File: config.mk
export PLATFORM = sky130hd
export DESIGN_NAME = panel_control
export DESIGN_NICKNAME = d
export VERILOG_FILES = /design/src/design/panel_cmd_pkg.sv /design/src/design/panel_geom_pkg.sv /design/src/design/byte_capture.sv /design/src/design/cmd_dispatch.sv /design/src/design/panel_control.sv /design/src/design/pixel_writer.sv
export SDC_FILE = /design/constraint.sdc
export NUM_CORES = 1
export LEC_CHECK = 0
export BUFFER_PORTS_ARGS = -buffer_cell sky130_fd_sc_hd__buf_2
export CORE_MARGIN = 4
export CORE_UTILIZATION = 55
export DETAILED_ROUTE_END_ITERATION = 16
export GPL_TIMING_DRIVEN = 0
export MAX_ROUTING_LAYER = met4
export PLACE_DENSITY = 0.75
export SYNTH_ARGS = -nofsm -noshare
export SYNTH_HDL_FRONTEND = slang
export SYNTH_SLANG_ARGS = --single-unit
File: constraint.sdc
create_clock -name clk_in -period 5.6 [get_ports clk_in]
set_input_delay 0.28 -clock clk_in [delete_from_list [all_inputs] [get_ports clk_in]]
set_output_delay 0.28 -clock clk_in [all_outputs]
set_load 0.05 [all_outputs]
File: src/design/panel_cmd_pkg.sv
// command package
// host opcodes, captured byte and pixel job hand-off between stages
package panel_cmd_pkg;

    typedef enum logic [7:0] {
        red_enable       = 8'h52,
        red_disable      = 8'h72,
        green_enable     = 8'h47,
        green_disable    = 8'h67,
        blue_enable      = 8'h42,
        blue_disable     = 8'h62,
        brightness_zero  = 8'h30,
        brightness_one   = 8'h31,
        brightness_two   = 8'h32,
        brightness_three = 8'h33,
        brightness_four  = 8'h34,
        brightness_five  = 8'h35,
        brightness_six   = 8'h36,
        brightness_nine  = 8'h39,
        read_brightness  = 8'h54,
        blank_panel      = 8'h5A,
        fill_panel       = 8'h46,
        read_pixel       = 8'h50
    } opcode_t;

    typedef struct packed {
        logic       valid;
        logic [7:0] data;
    } cmd_byte_t;

    typedef enum logic [1:0] {job_blank, job_fill, job_pixel} job_kind_t;

    typedef struct packed {
        logic      start;
        job_kind_t kind;
    } pixel_job_t;

endpackage

File: src/design/panel_geom_pkg.sv
// panel geometry package
// frame-buffer addressing, RAM write port and brightness mask types
package panel_geom_pkg;

    // frame-buffer address widths
    localparam int row_w = 2;
    localparam int col_w = 3;

    // colour bytes per pixel, red first
    localparam int pixel_bytes = 3;

    localparam int brightness_levels = 6;

    typedef logic [row_w-1:0] row_addr_t;
    typedef logic [col_w-1:0] col_addr_t;
    typedef logic [1:0]       pixel_addr_t;

    typedef struct packed {
        row_addr_t   row;
        col_addr_t   col;
        pixel_addr_t pixel;
    } fb_addr_t;

    // msb carries the highest weight
    typedef logic [brightness_levels-1:0] brightness_t;

    typedef struct packed {
        logic       we;
        fb_addr_t   addr;
        logic [7:0] data;
    } ram_write_t;

endpackage

File: src/design/byte_capture.sv
// byte capture stage
// registers the host byte and flags it for one cycle
`timescale 1ns/1ns

module byte_capture import panel_cmd_pkg::*; (
    input  logic       clk_in,
    input  logic       reset,
    input  logic [7:0] data_rx,
    input  logic       data_ready_n,
    input  logic       ready_for_data,
    output cmd_byte_t  cap_byte
);

    logic accept;

    // strobe is active low, only taken while the writer can accept
    assign accept = !data_ready_n && ready_for_data;

    always_ff @(posedge clk_in) begin
        if (accept) begin
            cap_byte.data <= data_rx;
        end
        if (reset) begin
            cap_byte.valid <= 1'b0;
        end else begin
            cap_byte.valid <= accept;
        end
    end

endmodule

File: src/design/cmd_dispatch.sv
// command dispatch stage
// decodes opcodes, keeps channel and brightness state, launches pixel jobs
`timescale 1ns/1ns

module cmd_dispatch import panel_geom_pkg::*, panel_cmd_pkg::*; (
    input  logic        clk_in,
    input  logic        reset,
    input  cmd_byte_t   cap_byte,
    input  logic        job_done,
    output logic [2:0]  rgb_enable,
    output brightness_t brightness_enable,
    output pixel_job_t  job
);

    typedef enum logic [1:0] {idle, wait_brightness, wait_job} state_t;

    state_t      state;
    opcode_t     opcode;
    brightness_t toggle_mask;

    assign opcode = opcode_t'(cap_byte.data);

    // brightness_one hits the heaviest bit
    always_comb begin
        toggle_mask = '0;
        case (opcode)
            brightness_one:   toggle_mask[brightness_levels-1] = 1'b1;
            brightness_two:   toggle_mask[brightness_levels-2] = 1'b1;
            brightness_three: toggle_mask[brightness_levels-3] = 1'b1;
            brightness_four:  toggle_mask[brightness_levels-4] = 1'b1;
            brightness_five:  toggle_mask[brightness_levels-5] = 1'b1;
            brightness_six:   toggle_mask[brightness_levels-6] = 1'b1;
            default: begin
            end
        endcase
    end

    always_ff @(posedge clk_in) begin
        if (reset) begin
            state             <= idle;
            rgb_enable        <= 3'b111;
            brightness_enable <= '1;
            job.start         <= 1'b0;
        end else begin
            job.start <= 1'b0;
            case (state)
                idle: begin
                    if (cap_byte.valid) begin
                        case (opcode)
                            red_enable:    rgb_enable[0] <= 1'b1;
                            red_disable:   rgb_enable[0] <= 1'b0;
                            green_enable:  rgb_enable[1] <= 1'b1;
                            green_disable: rgb_enable[1] <= 1'b0;
                            blue_enable:   rgb_enable[2] <= 1'b1;
                            blue_disable:  rgb_enable[2] <= 1'b0;
                            brightness_one, brightness_two, brightness_three,
                            brightness_four, brightness_five, brightness_six: begin
                                brightness_enable <= brightness_enable ^ toggle_mask;
                            end
                            brightness_zero: brightness_enable <= '0;
                            brightness_nine: brightness_enable <= '1;
                            read_brightness: state <= wait_brightness;
                            blank_panel: begin
                                job.start <= 1'b1;
                                job.kind  <= job_blank;
                                state     <= wait_job;
                            end
                            fill_panel: begin
                                job.start <= 1'b1;
                                job.kind  <= job_fill;
                                state     <= wait_job;
                            end
                            read_pixel: begin
                                job.start <= 1'b1;
                                job.kind  <= job_pixel;
                                state     <= wait_job;
                            end
                            // unknown opcodes fall through untouched
                            default: begin
                            end
                        endcase
                    end
                end
                wait_brightness: begin
                    if (cap_byte.valid) begin
                        brightness_enable <= cap_byte.data[brightness_levels-1:0];
                        state             <= idle;
                    end
                end
                // argument bytes belong to the writer here
                wait_job: begin
                    if (job_done) begin
                        state <= idle;
                    end
                end
                default: state <= idle;
            endcase
        end
    end

endmodule

File: src/design/panel_control.sv
// LED panel command front end
// byte capture, command dispatch and pixel writer in a three-stage pipeline
`timescale 1ns/1ns

module panel_control import panel_geom_pkg::*, panel_cmd_pkg::*; #(
    parameter int panel_rows = 4,
    parameter int panel_cols = 8
) (
    input  logic        clk_in,
    input  logic        reset,
    input  logic [7:0]  data_rx,
    input  logic        data_ready_n,
    output logic        ready_for_data,
    output logic [2:0]  rgb_enable,
    output brightness_t brightness_enable,
    output ram_write_t  ram_write
);

    cmd_byte_t  cap_byte;
    pixel_job_t job;
    logic       job_done;

    byte_capture byte_capture_inst (
        .clk_in         (clk_in),
        .reset          (reset),
        .data_rx        (data_rx),
        .data_ready_n   (data_ready_n),
        .ready_for_data (ready_for_data),
        .cap_byte       (cap_byte)
    );

    cmd_dispatch cmd_dispatch_inst (
        .clk_in            (clk_in),
        .reset             (reset),
        .cap_byte          (cap_byte),
        .job_done          (job_done),
        .rgb_enable        (rgb_enable),
        .brightness_enable (brightness_enable),
        .job               (job)
    );

    pixel_writer #(
        .panel_rows (panel_rows),
        .panel_cols (panel_cols)
    ) pixel_writer_inst (
        .clk_in         (clk_in),
        .reset          (reset),
        .cap_byte       (cap_byte),
        .job            (job),
        .ready_for_data (ready_for_data),
        .job_done       (job_done),
        .ram_write      (ram_write)
    );

endmodule

File: src/design/pixel_writer.sv
// pixel writer stage
// collects job arguments, sweeps the frame buffer and registers RAM writes
`timescale 1ns/1ns

module pixel_writer import panel_geom_pkg::*, panel_cmd_pkg::*; #(
    parameter int panel_rows = 4,
    parameter int panel_cols = 8
) (
    input  logic       clk_in,
    input  logic       reset,
    input  cmd_byte_t  cap_byte,
    input  pixel_job_t job,
    output logic       ready_for_data,
    output logic       job_done,
    output ram_write_t ram_write
);

    typedef enum logic [1:0] {w_idle, w_fill_args, w_pixel_args, w_sweep} state_t;

    state_t     state;
    logic [2:0] arg_cnt;
    logic [7:0] fill_colour [pixel_bytes];
    logic       sweep_fill;
    fb_addr_t   sweep_addr;
    fb_addr_t   sweep_next;
    row_addr_t  pix_row;
    col_addr_t  pix_col;
    logic       pix_last;
    logic       col_last;
    logic       row_last;
    logic       sweep_last;

    assign pix_last   = sweep_addr.pixel == pixel_addr_t'(pixel_bytes - 1);
    assign col_last   = sweep_addr.col == col_addr_t'(panel_cols - 1);
    assign row_last   = sweep_addr.row == row_addr_t'(panel_rows - 1);
    assign sweep_last = pix_last && col_last && row_last;

    // pixel fastest, then column, then row
    always_comb begin
        sweep_next = sweep_addr;
        if (!pix_last) begin
            sweep_next.pixel = sweep_addr.pixel + 1'b1;
        end else begin
            sweep_next.pixel = '0;
            if (!col_last) begin
                sweep_next.col = sweep_addr.col + 1'b1;
            end else begin
                sweep_next.col = '0;
                sweep_next.row = sweep_addr.row + 1'b1;
            end
        end
    end

    always_ff @(posedge clk_in) begin
        if (reset) begin
            state          <= w_idle;
            ready_for_data <= 1'b1;
            job_done       <= 1'b0;
            ram_write.we   <= 1'b0;
        end else begin
            job_done     <= 1'b0;
            ram_write.we <= 1'b0;
            case (state)
                w_idle: begin
                    if (job.start) begin
                        arg_cnt    <= '0;
                        sweep_addr <= '0;
                        sweep_fill <= job.kind == job_fill;
                        case (job.kind)
                            job_blank: begin
                                state          <= w_sweep;
                                ready_for_data <= 1'b0;
                            end
                            job_fill:  state <= w_fill_args;
                            job_pixel: state <= w_pixel_args;
                            default:   state <= w_idle;
                        endcase
                    end
                end
                w_fill_args: begin
                    if (cap_byte.valid) begin
                        fill_colour[arg_cnt[1:0]] <= cap_byte.data;
                        arg_cnt <= arg_cnt + 1'b1;
                        if (arg_cnt == 3'(pixel_bytes - 1)) begin
                            state          <= w_sweep;
                            ready_for_data <= 1'b0;
                        end
                    end
                end
                // row, column, then one write per colour byte
                w_pixel_args: begin
                    if (cap_byte.valid) begin
                        arg_cnt <= arg_cnt + 1'b1;
                        case (arg_cnt)
                            3'd0: pix_row <= cap_byte.data[row_w-1:0];
                            3'd1: pix_col <= cap_byte.data[col_w-1:0];
                            default: begin
                                ram_write.we   <= 1'b1;
                                ram_write.addr <= {pix_row, pix_col, pixel_addr_t'(arg_cnt - 3'd2)};
                                ram_write.data <= cap_byte.data;
                                if (arg_cnt == 3'(pixel_bytes + 1)) begin
                                    job_done <= 1'b1;
                                    state    <= w_idle;
                                end
                            end
                        endcase
                    end
                end
                w_sweep: begin
                    ram_write.we   <= 1'b1;
                    ram_write.addr <= sweep_addr;
                    ram_write.data <= sweep_fill ? fill_colour[sweep_addr.pixel] : 8'h00;
                    sweep_addr     <= sweep_next;
                    if (sweep_last) begin
                        state          <= w_idle;
                        ready_for_data <= 1'b1;
                        job_done       <= 1'b1;
                    end
                end
                default: state <= w_idle;
            endcase
        end
    end

endmodule

# Word level (Yosys, flattened, before mapping)
# Memory sizes are Yosys's and may differ from the RTL's. A register that Yosys moved wholly into a read port is not among the register bits.
# Index checks and enable logic that the tools add are counted.
# W data, S select, Z words.
# totals
regBits	59
ram_bits	24
input_bits	11
out_inout_bits	26
n_memories	1
# memory_table
memory	depth	word_bits	read_ports	rd_ports_with_merged_regs	wr	line_no	text
pixel_writer_inst.fill_colour	3	8	1	1	1	pixel_writer.sv:22	logic [7:0] fill_colour [pixel_bytes];
# op_classes
addsub	5
n_eq_ne	47
n_mux	57
n_bitwise	4
reduce_logical	38
# op_table
op	count
$eq A8 B7 Y1 const B	10
$eq A8 B6 Y1 const B	8
$mux W16	2
$pmux W16 S2	1
$reduce_and A4 Y1	8
$mux W2	13
$mux W1	19
$pmux W6 S3	1
$reduce_and A3 Y1	5
$ne A2 B1 Y1 const B	7
$ne A2 B2 Y1 const B	7
$pmux W7 S2	1
$reduce_bool A2 Y1	7
$eq A2 B2 Y1 const B	6
$mux W6	2
$pmux W2 S3	2
$pmux W6 S2	1
$mux W3	3
$pmux W3 S3	1
$mux W8	1
$pmux W1 S2	4
$pmux W2 S4	1
$mux W7	1
$reduce_and A7 Y1	1
other kinds (25)	39

# Logic depth before layout (Yosys ltp)
# Gate-level depths: netlist (run 1).
# depth
depth_word	6
depth_mapped	7

# Modules after synthesis
# From an unflattened synthesis (run 1), not the netlist that was laid out.
# unflattened
hier_cells	332
area_unflattened_um2	3982.6
# modules_own_cells
module	n_inst	cells_each	area_per_inst_um2	seq_area_each_um2
pixel_writer	1	201	2705.1	1791.7
cmd_dispatch	1	120	998.5	300.3
byte_capture	1	11	279.0	260.2

# Worst setup path before layout (run 1)
# OpenSTA, ideal clock, no wires.
# synth_path
path_kind	register to register
startpoint	register pixel_writer_inst.arg_cnt[0]
endpoint	register pixel_writer_inst.ram_write[0] (netlist name)
setup_ns	0.386
t_arrival_ns	1.917
required_ns	5.214
slack_ns	3.296
stages_incl_launch_ff	8
path_buffers	1
path_cell_list	edfxtp_1 inv_1 ha_1 nor2_1 o21a_1 clkbuf_1 a21oi_1 nor2_1
# synth_via
elab_chain_cells	4
word_cells_on_any_way	5
# synth_rtl
item	line_no	text
start: declaration	pixel_writer.sv:21	logic [2:0] arg_cnt;
start signal: assignment	pixel_writer.sv:83	arg_cnt <= arg_cnt + 1'b1;
start signal: assignment	pixel_writer.sv:93	arg_cnt <= arg_cnt + 1'b1;
$eq A3 B1 Y1 / $logic_not A3 Y1 (equally long branches)	pixel_writer.sv:94	case (arg_cnt)
$reduce_or A2 Y1 (no line) *	-	
$ne A2 B2 Y1 (no line) *	-	
$reduce_and A4 Y1 (no line) *	-	
# Mark *: on every way between the ends. The rest lies on a longest branch, timed or not.
# A chain may end at the register's enable or synchronous reset.

# Worst setup path in the final report (run 1)
# layout_path
startpoint	register pixel_writer_inst.arg_cnt[0]
endpoint	register pixel_writer_inst.ram_write[14] (netlist name)
# layout_via
elab_chain_cells	4
word_cells_on_any_way	5
# layout_rtl
item	line_no
$eq A3 B1 Y1 / $logic_not A3 Y1 (equally long branches)	pixel_writer.sv:94
$reduce_or A2 Y1 (no line) *	-
$ne A2 B2 Y1 (no line) *	-
$reduce_and A4 Y1 (no line) *	-
# Marked as above.

==> run metrics, run 1 <==
Hold-fix buffers, CTS 0; Clk pwr share 30.4%; Final HPWL DP 5290 um; Routed Antenna Nets 0; final setup fails 0; initial antenna violation count 0; Detailed Route WL 7680 um; Pwr Density 360 nW/um^2; vias in the first global route 2534; CTS tree yes; most frequent cells in the layout edfxtp_1 (65), buf_2 (38), nor2_1 (34), a21oi_1 (22), dfxtp_1 (20); worst-path fanout max 15; clock buffer depth 2; DIE AREA between 8000 and 9000 um^2; Post-Syn Instances 326; register area share after synthesis 60.5%; Pins Over Slew Limit 0; Syn-to-layout area delta 13.3%; Slew headroom 13.7%; top cell type's share of synthesized area 50.2%; post-cts resize count 0; hold crit path type input pin to flip-flop; crit share post-route roughly 52%; Initial Utilization 56.9%; endpoints failing hold 0; Die Y 92.1 um; Placed Area ~4200 um^2; sequential share of power between 40% and 50%; RSZ-0062 raised after global routing false; FF+latch count, synth between 80 and 90; Routability Congestion 0.879; Avg WL per Cell 16.2 um; switching power total approximately 480 uW; DRT iter0 DRCs 180; Net Sw Frac between 30% and 40%; VDD IR max 0.160 mV; TritonRoute pass-1 iters 5; Setup crit end kind flip-flop; Lkg Pwr 1.60 nW; Global Route Usage Sum 19.4%; # clock sinks 85; syn avg cell area ~12 um^2; num rows 30; Critical Path RT 5.57 ns; top post-synthesis cells by area edfxtp_1 (50%), dfxtp_1 (10%), ha_1 (3.5%), nor2_1 (3.3%), a21oi_1 (2.8%); Die Wd 92.1 um; net count after synthesis ~350; core area 6830 um^2; Power Total 1.59 mW; Setup TNS 0 ns; gr ovfl total 0; outcome finished, final reports clean; Synth warnings 0; skew final 0.00753 ns; Finished Cell Area 4400 um^2; htree depth 3; share of cells above drive strength 1 17.5%; CTS Root Cell clkbuf_8; cell-internal power 1.11 mW; # diodes 0; Post-CTS Setup Bufs 0; Yosys top cell by area edfxtp_1; unique cell type count in the Yosys netlist 56; Ports 37; TritonCTS Buffers 9; max_cap viols 0; Least-Margin Pin Slew 1.29 ns; Final min period 2.93 ns; crit path DAT 2.90 ns; asr flop ratio synth 0%; largest net degree at the start of global routing 16; Skew-Pair Late Insertion Delay 0.36 ns; Cell Area, Synth slightly below 4000 um^2; Post-synth EDFFs 65; first-pass GRT wire length around 12000 um; # port buffers 35; Worst setup SP type flip-flop; Via density 5.77; critical path class flip-flop to flip-flop; Hold WS just over 0.09 ns; Vias 2729; Final nets 394; most common cell after layout, fill and taps aside edfxtp_1; Worst-path clk slew 0.09 ns; Comb power frac 20.5%; FMAX 0.342 GHz; ys flop type edfxtp_1; number of remaining DRC errors 0
-- flip-flops by register name, indices dropped and copies added (netlist names), 6 cells and up, named ones only --
| register | cells |
|---|---|
| pixel_writer_inst.fill_colour | 24 |
| pixel_writer_inst.sweep_addr | 7 |
| cmd_dispatch_inst.brightness_enable | 6 |
| byte_capture_inst.cap_byte | 9 |
| pixel_writer_inst.ram_write | 16 |
-- stage by stage --
stage,util [%],instances,setup WS (ns)
after floorplan,-,326,3.30
after global placement,61.2,457,2.72
after detailed placement,61.2,457,2.61
after CTS,64.5,473,2.60
after global routing,64.5,473,2.34
final,64.5,473,2.67
-- per-layer routing --
metal	vias to the layer above	routed length (um)	global-route usage [%]
met4	0	65	6.56
met5	-	0	-
li1	1309	-	-
met1	1292	3400	25.0
met2	122	3670	30.6
met3	6	542	4.27
-- path summary, 6_finish.rpt --
check	start	to	slack (ns)	cells past startpoint
worst max-delay path	pixel_writer_inst.arg_cnt[0]$_SDFFCE_PN0P_	pixel_writer_inst.ram_write[14]$_DFFE_PP_	2.67	7
worst min-delay path	data_rx[4]	byte_capture_inst.cap_byte[4]$_DFFE_PP_	0.09	1
worst max register to register	pixel_writer_inst.arg_cnt[0]$_SDFFCE_PN0P_	pixel_writer_inst.ram_write[14]$_DFFE_PP_	2.67	7
worst min register to register	pixel_writer_inst.job_done$_SDFF_PP0_	cmd_dispatch_inst.state[1]$_SDFFE_PP0P_	0.51	2
-- critical path, stage by stage (launching register included) --
cell	delay (ns)
edfxtp_1	0.41
inv_1	0.09
ha_1	0.25
nor2_1	0.10
o21a_1	0.18
clkbuf_1	0.45
a21oi_1	0.08
nor2_1	0.98
-- cells by family (layout without fill, tap and decap cells) --
logic type / after synthesis / after routing / share of synthesized area, %
XOR/XNOR: 2 / 2 / 0.451
flip-flops: 85 / 85 / 60.5
AO/OA/AOI/OAI: 76 / 76 / 13.0
AND/OR/NAND/NOR: 110 / 110 / 16.0
buffers and inverters: 29 / 80 / 3.09
adder cells (fa/ha/maj): 11 / 11 / 3.54
multiplexers: 13 / 13 / 3.41
-- cell type report --
class | count | area, um^2
Buffer | 19 | 82.6
Clock buffer | 9 | 124
Clock inverter | 7 | 97.6
Fill cell | 552 | 2430
Inverter | 10 | 37.5
Multi-Input combinational cell | 212 | 1420
Sequential cell | 85 | 2350
Tap cell | 96 | 120
Timing Repair Buffer | 35 | 175
-- power by group through the flow --
stage / logic [mW] / registers, mW / clock network (mW)
floorplan: 0.223 / 0.808 / 0
global placement: 0.313 / 0.792 / 0
detailed placement: 0.321 / 0.794 / 0
CTS: 0.324 / 0.780 / 0.485
global route: 0.360 / 0.786 / 0.514
finish: 0.325 / 0.780 / 0.482
-- cells in the mapped netlist (2+ instances only) --
cell type	number
a21oi_1	22
clkbuf_1	13
nor3_1	8
buf_4	2
inv_1	10
nor2b_1	9
nand2b_1	7
xor2_1	2
o31ai_1	3
o22ai_1	4
a22o_1	5
mux2i_1	11
nor4_1	2
nand3_1	6
a221oi_1	4
edfxtp_1	65
nor3b_1	3
o21ai_0	12
and2_1	10
ha_1	11
buf_2	3
mux2_2	2
nor2_1	34
and3_1	4
a211oi_1	5
nand2_1	16
a21o_1	2
dfxtp_1	20
o21ai_1	4
Power figures use the tool's default switching activity.
==> run 2: changes to the inputs <==
==> constraint.sdc (replaced) <==
create_clock -name clk_in -period 2.85 [get_ports clk_in]
set_input_delay 0.1425 -clock clk_in [delete_from_list [all_inputs] [get_ports clk_in]]
set_output_delay 0.1425 -clock clk_in [all_outputs]
set_load 0.05 [all_outputs]
==> run 2 against run 1 <==
Final area increased by 2.0%. Wire length rose by 1.7%. Setup slack worse by 2.3 ns. Critical endpoint is now pixel_writer_inst.sweep_addr[6]$_SDFFCE_PN0P_.
==> run metrics, run 2 (synthesis results as in run 1) <==
# clock sinks 85; Setup TNS 0 ns; number of remaining DRC errors 0; skew final 0.00654 ns; worst reg2reg path startpoint pixel_writer_inst.state[0]$_SDFFE_PP0P_; core area 6830 um^2; TritonRoute pass-1 iters 5; Routed Antenna Nets 0; RSZ-0062 raised after global routing false; DIE AREA 8480 um^2; Post-CTS Setup Bufs 0; cells along the critical path inv_1 -> ha_1 -> nor3_1 -> a21boi_0 -> and2_1; Syn-to-layout area delta 15.5%; Least-Margin Pin Slew 0.966 ns; endpoints failing hold 0; DRT iter0 DRCs between 150 and 200; crit path DAT about 2.6 ns; Die Wd between 90 and 100 um; flip-flop count of the largest register after layout 24; Via density around 5.7; gr ovfl total 0; # diodes 0; VDD IR max 0.313 mV; # port buffers 35; crit share post-route 87.0%; final setup fails 0; crit path max-delay cell type nor3_1; Worst setup SP type flip-flop; first-pass GRT wire length 12600 um; hold crit path type input pin to flip-flop; Pins Over Slew Limit 0; outcome finished, final reports clean; Critical Path RT 2.92 ns; Vias 2729; Final HPWL DP 5290 um; initial antenna violation count 0; Finished Layout Cells around 480; vias in the first global route about 2600; Routability Congestion 0.879; max_cap viols 0; Die Y ~92 um; Skew-Pair Late Insertion Delay between 0.3 and 0.4 ns; Ports 37; most frequent cells in the layout edfxtp_1 (65), buf_2 (38), nor2_1 (33), a21oi_1 (22), dfxtp_1 (20); Detailed Route WL 7810 um; TritonCTS Buffers 9; Lkg Pwr about 1.6 nW; Final nets 402; share of cells above drive strength 1 approximately 17%; Global Route Usage Sum about a fifth; hold_sp reset; Worst-path clk slew 0.08 ns; flop2flop setup slack 0.37 ns; CTS tree yes; CTS Root Cell clkbuf_8; CP Launch Point pixel_writer_inst.state[0]$_SDFFE_PP0P_; Inst Count DP about 460; htree depth 3; Avg WL per Cell 16.2 um; clock buffer depth 2; most common cell after layout, fill and taps aside edfxtp_1; Pwr Density between 600 and 700 nW/um^2; Setup crit end kind flip-flop; largest net degree at the start of global routing 16; num rows 30; Final min period 2.48 ns; Initial Utilization 56.9%; critical path class flip-flop to flip-flop; Largest stage delay, worst path 0.59 ns; worst-path fanout max 5; Slew headroom 35.5%; FMAX 0.403 GHz
[run 2: cell types whose count changed in the layout (fill, tap and decap cells not counted)]
cell / before / now
dlygate4sd3_1: 0 / 8
nor2_1: 34 / 33
nor2_4: 0 / 1
[run 2: cell type report]
cell class / count / area (um^2)
Sequential cell: 85 / 2350
Clock buffer: 9 / 124
Fill cell: 539 / 2340
Inverter: 10 / 37.5
Timing Repair Buffer: 43 / 255
Buffer: 19 / 82.6
Tap cell: 96 / 120
Clock inverter: 7 / 97.6
Multi-Input combinational cell: 212 / 1420
[run 2: critical path, delay by kind of cell (launching register included)]
family          cells  cell delay [ns]
compound gates      1             0.54
simple gates        2             0.84
fa+ha+maj           1             0.37
buf+inv             1             0.09
flops               1             0.37
[run 2: worst paths after layout]
path,endpoint,cells after the start
hold reg to reg,cmd_dispatch_inst.state[1]$_SDFFE_PP0P_,2
setup reg to reg,pixel_writer_inst.sweep_addr[6]$_SDFFCE_PN0P_,5
hold / removal,byte_capture_inst.cap_byte[8]$_SDFF_PP0_,2
setup / recovery,pixel_writer_inst.sweep_addr[6]$_SDFFCE_PN0P_,5
[run 2: power by group]
| group | total, mW | leakage [nW] | switching, mW | internal (mW) |
|---|---|---|---|---|
| clock | 0.944 | 0.108 | 0.446 | 0.498 |
| sequential | 1.53 | 0.762 | 0.0778 | 1.45 |
| combinational | 0.650 | 0.765 | 0.417 | 0.233 |
[run 2: stage by stage]
step	area [um^2]	utilization, %	worst slack [ns]	hold slack (ns)	total power [mW]
2_1_floorplan	3890	-	0.546	0.241	2.03
3_3_place_gp	4180	61.2	-0.0337	0.321	2.17
3_5_place_dp	4180	61.2	-0.139	0.321	2.19
4_1_cts	4490	65.7	0.220	0.176	3.13
5_1_grt	4490	65.8	0.180	0.190	3.27
6_report	4490	65.8	0.369	0.184	3.13
[run 2: layer usage]
layer / global-route usage (%) / vias to the layer above / part of all wire (%)
met2: 31.6 / 92 / 49
met1: 25.1 / 1305 / 45
met5: - / - / 0
li1: - / 1322 / -
met4: 6.56 / 0 / 1.1
met3: 4.27 / 10 / 5.3
[run 2: repair_timing]
item | CTS | global route
hold endpoints to repair | 8 | 0
cloned | 0 | 0
gates resized for setup | 1 | 1
hold buffers | 8 | 0
setup endpoints to repair | 15 | 15
==> run 3: changes to the inputs <==
--- a/config.mk
+++ b/config.mk
@@ -6,12 +6,14 @@
 export NUM_CORES = 1
 export LEC_CHECK = 0
 export BUFFER_PORTS_ARGS = -buffer_cell sky130_fd_sc_hd__buf_2
+export CAP_MARGIN = 40
 export CORE_MARGIN = 4
 export CORE_UTILIZATION = 55
 export DETAILED_ROUTE_END_ITERATION = 16
 export GPL_TIMING_DRIVEN = 0
 export MAX_ROUTING_LAYER = met4
 export PLACE_DENSITY = 0.75
+export RECOVER_POWER = 50
 export SYNTH_ARGS = -nofsm -noshare
 export SYNTH_HDL_FRONTEND = slang
 export SYNTH_SLANG_ARGS = --single-unit
==> run 3 against run 2 <==
Cell count up 0.42%. Combinational power down 0.9%. Non-clock buffer count up 2. First-iteration DRC count down 13%. Maximum frequency down 2.9%. Wire length up 2.7%. Sequential power about the same. Critical path depth up 3. Die area unchanged. Register-to-register slack worse by 0.07 ns. Clock skew up 0.0026 ns. Critical path type unchanged. Critical endpoint is now pixel_writer_inst.ram_write[10]$_DFFE_PP_. Largest cell class unchanged.
==> run metrics, run 3 (synthesis results as in run 1) <==
FF/Latch Area 2350 um^2; first-pass GRT wire length 12700 um; Slew headroom 52.8%; hold crit path type input pin to flip-flop; max_cap viols 0; Detailed Route WL roughly 8000 um; Critical Path RT 2.91 ns; Vias 2737; Hold WS 0.185 ns; DIE AREA 8480 um^2; Avg WL per Cell 16.6 um; Finished Layout Cells between 400 and 500; VDD IR max 0.341 mV; crit path DAT approximately 2.6 ns; worst reg2reg path depth 8; FMAX 0.392 GHz; htree depth 3; number of remaining DRC errors 0; largest net degree at the start of global routing 16; Syn-to-layout area delta 15.4%; GR Util met1 25.5%; busiest layer in global routing met2; endpoints failing hold 0; core area approximately 6800 um^2; final setup fails 0; TritonRoute pass-1 iters 5; Die Y between 90 and 100 um; DRT iter0 DRCs approximately 170; vias in the first global route 2593; crit share post-route 89.6%; Skew-Pair Late Insertion Delay 0.35 ns; Initial Utilization 56.9%; Die Wd 92.1 um; Post-CTS Setup Bufs 0; Final nets about 400; skew final between 0.009 and 0.01 ns; Global Route Usage Sum 19.9%; share of cells above drive strength 1 10.3%; most frequent cells in the layout edfxtp_1 (65), clkbuf_1 (42), nor2_1 (34), a21oi_1 (22), dfxtp_1 (20); Lkg Pwr 1.59 nW; critical path class flip-flop to flip-flop; Pwr Density 718 nW/um^2; worst-path fanout max 11; # diodes 0; Worst-path clk slew ~0.08 ns; flip-flop count of the largest register after layout 24; num rows 30; Final HPWL DP 5410 um; fillcell total about 530; initial antenna violation count 0; Final min period roughly 2.6 ns; Worst setup SP type flip-flop; Power Total 3.22 mW; Routed Antenna Nets 0; TritonCTS Buffers 9; Least-Margin Pin Slew 0.703 ns; Inst Count DP 459; flop2flop setup slack 0.30 ns; # clock sinks 85; Via density about 5.7; most common cell after layout, fill and taps aside edfxtp_1; RSZ-0062 raised after global routing false; met2 Resource Use GR 30.6%; Multi-input gate area 1420 um^2; met3 usage 4.27%; clock buffer depth 2; Pins Over Slew Limit 0; CTS tree yes; # port buffers 35; CTS Root Cell clkbuf_8; Setup crit end kind flip-flop; Hold Path Cell Cnt 2; Ports 37; gr ovfl total 0; outcome finished, final reports clean; Routability Congestion approximately 0.9
## run 3: cell type report
type,count,area share (%)
plain buffers,19,1.76
clock buffers,11,3.15
clock inverters,5,2.40
inverters,10,0.837
multi-input cells,212,31.5
flip-flops and latches,85,52.4
well taps,96,2.68
repair buffers,45,5.21
## run 3: power breakdown
group	switching [mW]	internal [mW]
clock	0.434	0.611
combinational	0.417	0.227
sequential	0.0801	1.45
## run 3: metal layers
metal	vias to the layer above	share of wire [%]	wire length, um
li1	1333	-	-
met1	1285	44	3550
met2	106	47	3800
met3	13	6.4	516
met4	0	1.9	149
met5	-	0	0
## run 3: critical path, stage by stage, from the launching register on
cell and delay (ns):
edfxtp_1 0.42, inv_1 0.10, ha_1 0.25, nor2_1 0.10, o21a_1 0.18, clkbuf_1 0.43
a21oi_1 0.08, nor2_1 0.40, buf_4 0.30
## run 3: metrics by stage
stage	util (%)	cell area [um^2]	setup WS, ns	setup TNS [ns]
2_1_floorplan	-	3890	0.546	0
3_3_place_gp	61.2	4180	-0.0337	-0.489
3_5_place_dp	61.4	4200	0.296	0
4_1_cts	66.3	4530	0.284	0
5_1_grt	65.7	4490	0.0281	0
6_report	65.7	4490	0.296	0
## run 3: path summary, 6_finish.rpt
path	startpoint	endpoint
setup / recovery	pixel_writer_inst.arg_cnt[0]$_SDFFCE_PN0P_	pixel_writer_inst.ram_write[10]$_DFFE_PP_
hold / removal	reset	byte_capture_inst.cap_byte[8]$_SDFF_PP0_
setup reg to reg	pixel_writer_inst.arg_cnt[0]$_SDFFCE_PN0P_	pixel_writer_inst.ram_write[10]$_DFFE_PP_
hold reg to reg	pixel_writer_inst.job_done$_SDFF_PP0_	cmd_dispatch_inst.state[1]$_SDFFE_PP0P_
## run 3: timing repair
action,4_1_cts,5_1_grt
endpoints found under the hold margin,8,0
hold buffers,8,0
resized for setup,0,0
